--- config.mk ---
export PLATFORM = sky130hd
export DESIGN_NAME = smiFrameBuilder_flat
export DESIGN_NICKNAME = d
export VERILOG_FILES = /design/src/design/smiPkg.sv /design/src/design/smiIf.sv /design/src/design/smiFrameBuilder.sv /design/src/flat_wrapper.sv
export VERILOG_INCLUDE_DIRS = /design/src /design/src/design
export SDC_FILE = /design/constraint.sdc
export NUM_CORES = 1
export LEC_CHECK = 0
export BUFFER_PORTS_ARGS = -buffer_cell sky130_fd_sc_hd__buf_2
export CAP_MARGIN = 20
export CORE_UTILIZATION = 42
export DETAILED_ROUTE_END_ITERATION = 16
export GPL_TIMING_DRIVEN = 1
export PLACE_DENSITY = 0.83
export SYNTH_ARGS = -nofsm -noshare
export SYNTH_HDL_FRONTEND = slang
export SYNTH_SLANG_ARGS = --single-unit
--- constraint.sdc ---
create_clock -name clk -period 1.7 [get_ports clk]
set_input_delay 0.34 -clock clk [delete_from_list [all_inputs] [get_ports clk]]
set_output_delay 0.34 -clock clk [all_outputs]
set_load 0.02 [all_outputs]
--- src/design/smi_cfg.svh ---
`ifndef SMI_CFG_SVH
`define SMI_CFG_SVH

// clk cycles between finalCycle pulses, one pulse per mdc half period
`define SMI_CLK_DIV 4

// clause-22 frame constants
`define SMI_START      2'b01   // start of frame
`define SMI_TURNAROUND 2'b10   // master drives this on writes only

// bit positions inside the 32 bit frame, counted from 1
`define SMI_FRAME_BITS    6'd32  // last bit of a frame
`define SMI_RELEASE_BIT   6'd15  // read: mdio let go from here on
`define SMI_CAPTURE_BIT   6'd16  // read: bits after this are sampled
`define SMI_FINISH_PULSES 6'd3   // ticks spent in FINISH

`endif

--- src/design/smiPkg.sv ---
package smiPkg;

    // clause-22 opcodes
    typedef enum logic [1:0] {
        opWrite = 2'b01,
        opRead  = 2'b10
    } smiOp;

    // field layout, msb first as on the wire
    typedef struct packed {
        logic [1:0]  start;      // 01
        smiOp        op;
        logic [4:0]  phyAddr;
        logic [4:0]  regAddr;
        logic [1:0]  turnaround; // 10 on writes
        logic [15:0] data;       // zero for reads
    } smiFields;

    // what the shift engine works with
    typedef struct packed {
        logic [15:0] upper;      // start .. turnaround
        logic [15:0] lower;      // data
    } smiHalves;

    // one frame word, seen either way
    typedef union packed {
        smiFields fields;        // builder side
        smiHalves halves;        // shift unit side
    } smiFrame;

endpackage

--- src/design/smiIf.sv ---
`timescale 1ns/100ps

interface smiIf;

    import smiPkg::*;

    smiFrame     frame;          // frame word to send
    logic        transmitValid;  // frame waiting for the unit
    logic        transmitReady;  // one clock, frame taken
    logic [15:0] receiveData;    // read result, stable until next frame
    logic        receiveValid;   // one clock at end of a read
    logic        busy;           // unit not idle

    // request side
    modport builder (
        output frame, transmitValid,
        input  transmitReady, receiveData, receiveValid, busy
    );

    // shift engine side
    modport unit (
        input  frame, transmitValid,
        output transmitReady, receiveData, receiveValid, busy
    );

endinterface

--- src/design/smiFrameBuilder.sv ---
`timescale 1ns/100ps
`include "smi_cfg.svh"

module smiFrameBuilder(
    input  logic        clk,
    input  logic        reset,
    input  logic        requestValid,  // one clock request strobe
    input  logic        requestWrite,  // 1 write, 0 read
    input  logic [4:0]  phyAddr,
    input  logic [4:0]  regAddr,
    input  logic [15:0] writeData,
    output logic [15:0] readData,      // valid with readDone
    output logic        readDone,      // one clock per finished read
    output logic        busy,          // transaction open
    smiIf.builder       unit
    );

    import smiPkg::*;

    smiFrame frameReg;          // latched request
    logic    transmitValidReg;
    logic    transactionOpen;
    logic    unitStarted;       // unit has taken the frame
    logic    accept;

    assign accept             = requestValid && !transactionOpen;  // ignored while busy
    assign busy               = transactionOpen;
    assign unit.frame         = frameReg;
    assign unit.transmitValid = transmitValidReg;

    // frame word, filled through the field view
    always_ff @(posedge clk) begin
        if (accept) begin
            frameReg.fields.start      <= `SMI_START;
            frameReg.fields.op         <= requestWrite ? opWrite : opRead;
            frameReg.fields.phyAddr    <= phyAddr;
            frameReg.fields.regAddr    <= regAddr;
            frameReg.fields.turnaround <= `SMI_TURNAROUND;
            frameReg.fields.data       <= requestWrite ? writeData : 16'h0000;  // reads send no data
        end
    end

    // request tracking
    always_ff @(posedge clk or posedge reset) begin
        if (reset) begin
            transmitValidReg <= 1'b0;
            transactionOpen  <= 1'b0;
            unitStarted      <= 1'b0;
            readDone         <= 1'b0;
        end else begin
            if (accept) begin
                transmitValidReg <= 1'b1;
                transactionOpen  <= 1'b1;
            end else if (unit.transmitReady) begin
                transmitValidReg <= 1'b0;  // unit has it now
                unitStarted      <= 1'b1;
            end else if (unitStarted && !unit.busy) begin
                transactionOpen  <= 1'b0;  // unit back in idle
                unitStarted      <= 1'b0;
            end
            readDone <= unit.receiveValid;  // one clock behind the unit
        end
    end

    // read result
    always_ff @(posedge clk) begin
        if (unit.receiveValid)
            readData <= unit.receiveData;
    end

endmodule

--- src/flat_wrapper.sv ---
// flat-port wrapper written by rule: the top's interface ports become plain ports
module smiFrameBuilder_flat import smiPkg::*;
  (clk, reset, requestValid, requestWrite, phyAddr, regAddr, writeData, readData, readDone, busy, unit_frame, unit_transmitValid, unit_transmitReady, unit_receiveData, unit_receiveValid, unit_busy);
  smiIf unit_i ();
  input  logic clk;
  input  logic reset;
  input  logic requestValid;
  input  logic requestWrite;
  input  logic [4:0] phyAddr;
  input  logic [4:0] regAddr;
  input  logic [15:0] writeData;
  output logic [15:0] readData;
  output logic readDone;
  output logic busy;
  output wire logic [$bits(unit_i.frame)-1:0] unit_frame;
  output wire logic [$bits(unit_i.transmitValid)-1:0] unit_transmitValid;
  input wire logic [$bits(unit_i.transmitReady)-1:0] unit_transmitReady;
  input wire logic [$bits(unit_i.receiveData)-1:0] unit_receiveData;
  input wire logic [$bits(unit_i.receiveValid)-1:0] unit_receiveValid;
  input wire logic [$bits(unit_i.busy)-1:0] unit_busy;
  assign unit_frame = unit_i.frame;
  assign unit_transmitValid = unit_i.transmitValid;
  assign unit_i.transmitReady = unit_transmitReady;
  assign unit_i.receiveData = unit_receiveData;
  assign unit_i.receiveValid = unit_receiveValid;
  assign unit_i.busy = unit_busy;
  smiFrameBuilder u_core (.clk(clk), .reset(reset), .requestValid(requestValid), .requestWrite(requestWrite), .phyAddr(phyAddr), .regAddr(regAddr), .writeData(writeData), .readData(readData), .readDone(readDone), .busy(busy), .unit(unit_i));
endmodule
==> impl_metrics.tcl <==
set metrics [dict create \
    vias_per_cell 4.28 \
    grt_pass1_vias 996 \
    diodes 0 \
    drv_cap 0 \
    first_iter_violations 40 \
    synth-edff-count 44 \
    pin_count 100 \
    hold_violations 0 \
    cp_max_fo 29 \
    ys_seq_area_frac 0.861 \
    worstSetupPathType "reg2reg" \
    startpoint "u_core.busy" \
    vias 994 \
    reg2reg_from "u_core.busy" \
    die_width_um 64.7 \
    critPathLaunchType "flop" \
    first_pass_iters 3 \
    cts_root_buffer "clkbuf_8" \
    skew_ps 1.68 \
    wirelength_um 2940 \
    fin_setup_tns_ps 0 \
    worstMarginPinSlew_ps 588 \
    place_area_um2 2150 \
    hold_start "regAddr[0]" \
    slowest_delay_ps 440 \
    port_buffers 95 \
    grt_max_degree 30 \
    setup_viol 0 \
    cts_made_buffers 5 \
    ys_warn_count 0 \
    layout-drive-gt1-share 0.636 \
    cp.required_ps 1630 \
    power_density_nw_per_um2 1020 \
    fillCellCount 291 \
    hp-class "in2reg" \
    period_share 0.802 \
    ys.flop_type "edfxtp_1" \
    synth.most_common_cell "edfxtp_1" \
    async_reset_ff_frac 0.0833 \
    netlist_instances 83 \
    yosys-top-cells-count "44 x edfxtp_1, 13 x and2_2, 4 x buf_4, 4 x dfrtp_1" \
    period_needed_ps 1360 \
    cts.sinks 48 \
    peakVddDrop_v 0.000335 \
    ff_latch_area_um2 1420 \
    maxSlewViolCount 0 \
    grt_usage 0.157 \
    max_slew_margin 0.607 \
    multi_input_area_um2 180 \
    yosysTopAreaCell "edfxtp_1" \
    clk_pin_slew_ps 80 \
    dp_hpwl_um 2310 \
    arrival_ps 1290 \
    cts_resized 0 \
    status "completed" \
    yosysUniqueCellTypes 15 \
    fmax_ghz 0.733 \
    clk_latency_ps 280 \
    die_h_um 64.7 \
    final_net_count 232 \
    wl_per_cell_um 12.7 \
    grt_antenna_before_repair 0 \
    synth-seq-cells 48 \
    synth_top_cell_area_share 0.801 \
    overflow 0 \
    gp_congestion 0.664 \
    leakagePower_nw 0.993 \
    clock_path_buffers 2 \
    initial_core_util 0.444 \
    syn_to_final_growth_pct 35.9 \
    synth_area_leaders "edfxtp_1 80%, dfrtp_1 6.1%, and2_2 5.9%" \
    fin_cells 232 \
    path_cells "nand2b_4 > inv_2" \
    cts_setup_buffers 0 \
    placed_cells 223 \
    drc 0 \
    syn_area_per_cell_um2 19.9 \
    cp_slowest_cell "inv_2" \
    end_kind "flop" \
    h-tree-depth 2 \
    synth_area_um2 1650 \
    core_um2 3720 \
    tritoncts "done" \
    grt_pass1_wl_um 4600 \
    antenna_left 0 \
    holdBufCountCts 1 \
    rsz0062_at_grt "no" \
    dieArea_um2 4180 \
    stdcell_area_um2 2240 \
    rows 22 \
]
## through the flow
step           power [mW]  setup slack, ps  utilization  hold WS [ps]
2_1_floorplan        1.58              366            -           106
3_3_place_gp         1.69              362        0.579           229
3_5_place_dp         1.70              334        0.579           238
4_1_cts              2.31              320        0.604           212
5_1_grt              2.39              253        0.604           206
6_report             2.28              336        0.604           225
## cell type report
class | count | share of cell area
clock buffer | 7 | 0.0340
multi-input combinational | 28 | 0.0803
tap | 48 | 0.0268
clock inverter | 1 | 0.00223
sequential | 48 | 0.634
inverter | 4 | 0.00669
timing repair buffer | 96 | 0.216
## placed cells by master (no fill, tap or decap), drive strengths merged
cell         count
a31oi            1
and2            16
buf             95
clkbuf           7
clkinv           1
conb             4
dfrtp            4
dlygate4sd3      1
edfxtp          44
inv              4
nand2            2
nand2b           1
nor2             2
o21ai            2
## routing by layer
layer | track usage | vias to the layer above | share of wire
met5 | 0 | - | 0
met2 | 0.264 | 63 | 0.51
li1 | - | 484 | -
met4 | 0.0861 | 0 | 0.030
met3 | 0.0722 | 9 | 0.11
met1 | 0.161 | 438 | 0.35
## final timing paths
| path | to | slack [ps] | cells past startpoint |
|---|---|---|---|
| max | u_core.unit.frame[0] | 340 | 2 |
| min | u_core.unit.frame[18] | 230 | 1 |
| max reg2reg | u_core.unit.frame[0] | 340 | 2 |
| min reg2reg | u_core.busy | 490 | 1 |
| max in group asynchronous | u_core.busy | 1040 | 3 |
| min in group asynchronous | u_core.unit.transmitValid | 500 | 3 |
## registers in the layout, summed over array words and instances (netlist names)
register	cells
u_core.unit.frame	28
u_core.unitStarted	1
u_core.unit.transmitValid	1
u_core.readDone	1
u_core.busy	1
u_core.readData	16
## power by group
group / total (mW) / switching, mW / leakage (nW) / internal [mW]
Clock: 0.608 / 0.320 / 0.0422 / 0.288
Sequential: 1.39 / 0.0201 / 0.462 / 1.37
Combinational: 0.279 / 0.174 / 0.489 / 0.105
## critical path, delay by kind of cell (launching register included)
kind | cells | cell delay (ps)
buf+inv | 1 | 440
flops | 1 | 410
simple gates | 1 | 160
## cells by family (layout without fill, tap and decap cells)
logic type,count (synthesis),after routing,synth area share
flip-flops,48,48,0.861
AND/OR/NAND/NOR,21,21,0.0879
buffers and inverters,9,108,0.0341
AO/OA/AOI/OAI,3,3,0.0121
other,2,4,0.00455
Note: power is estimated with default switching activity, not from simulation.
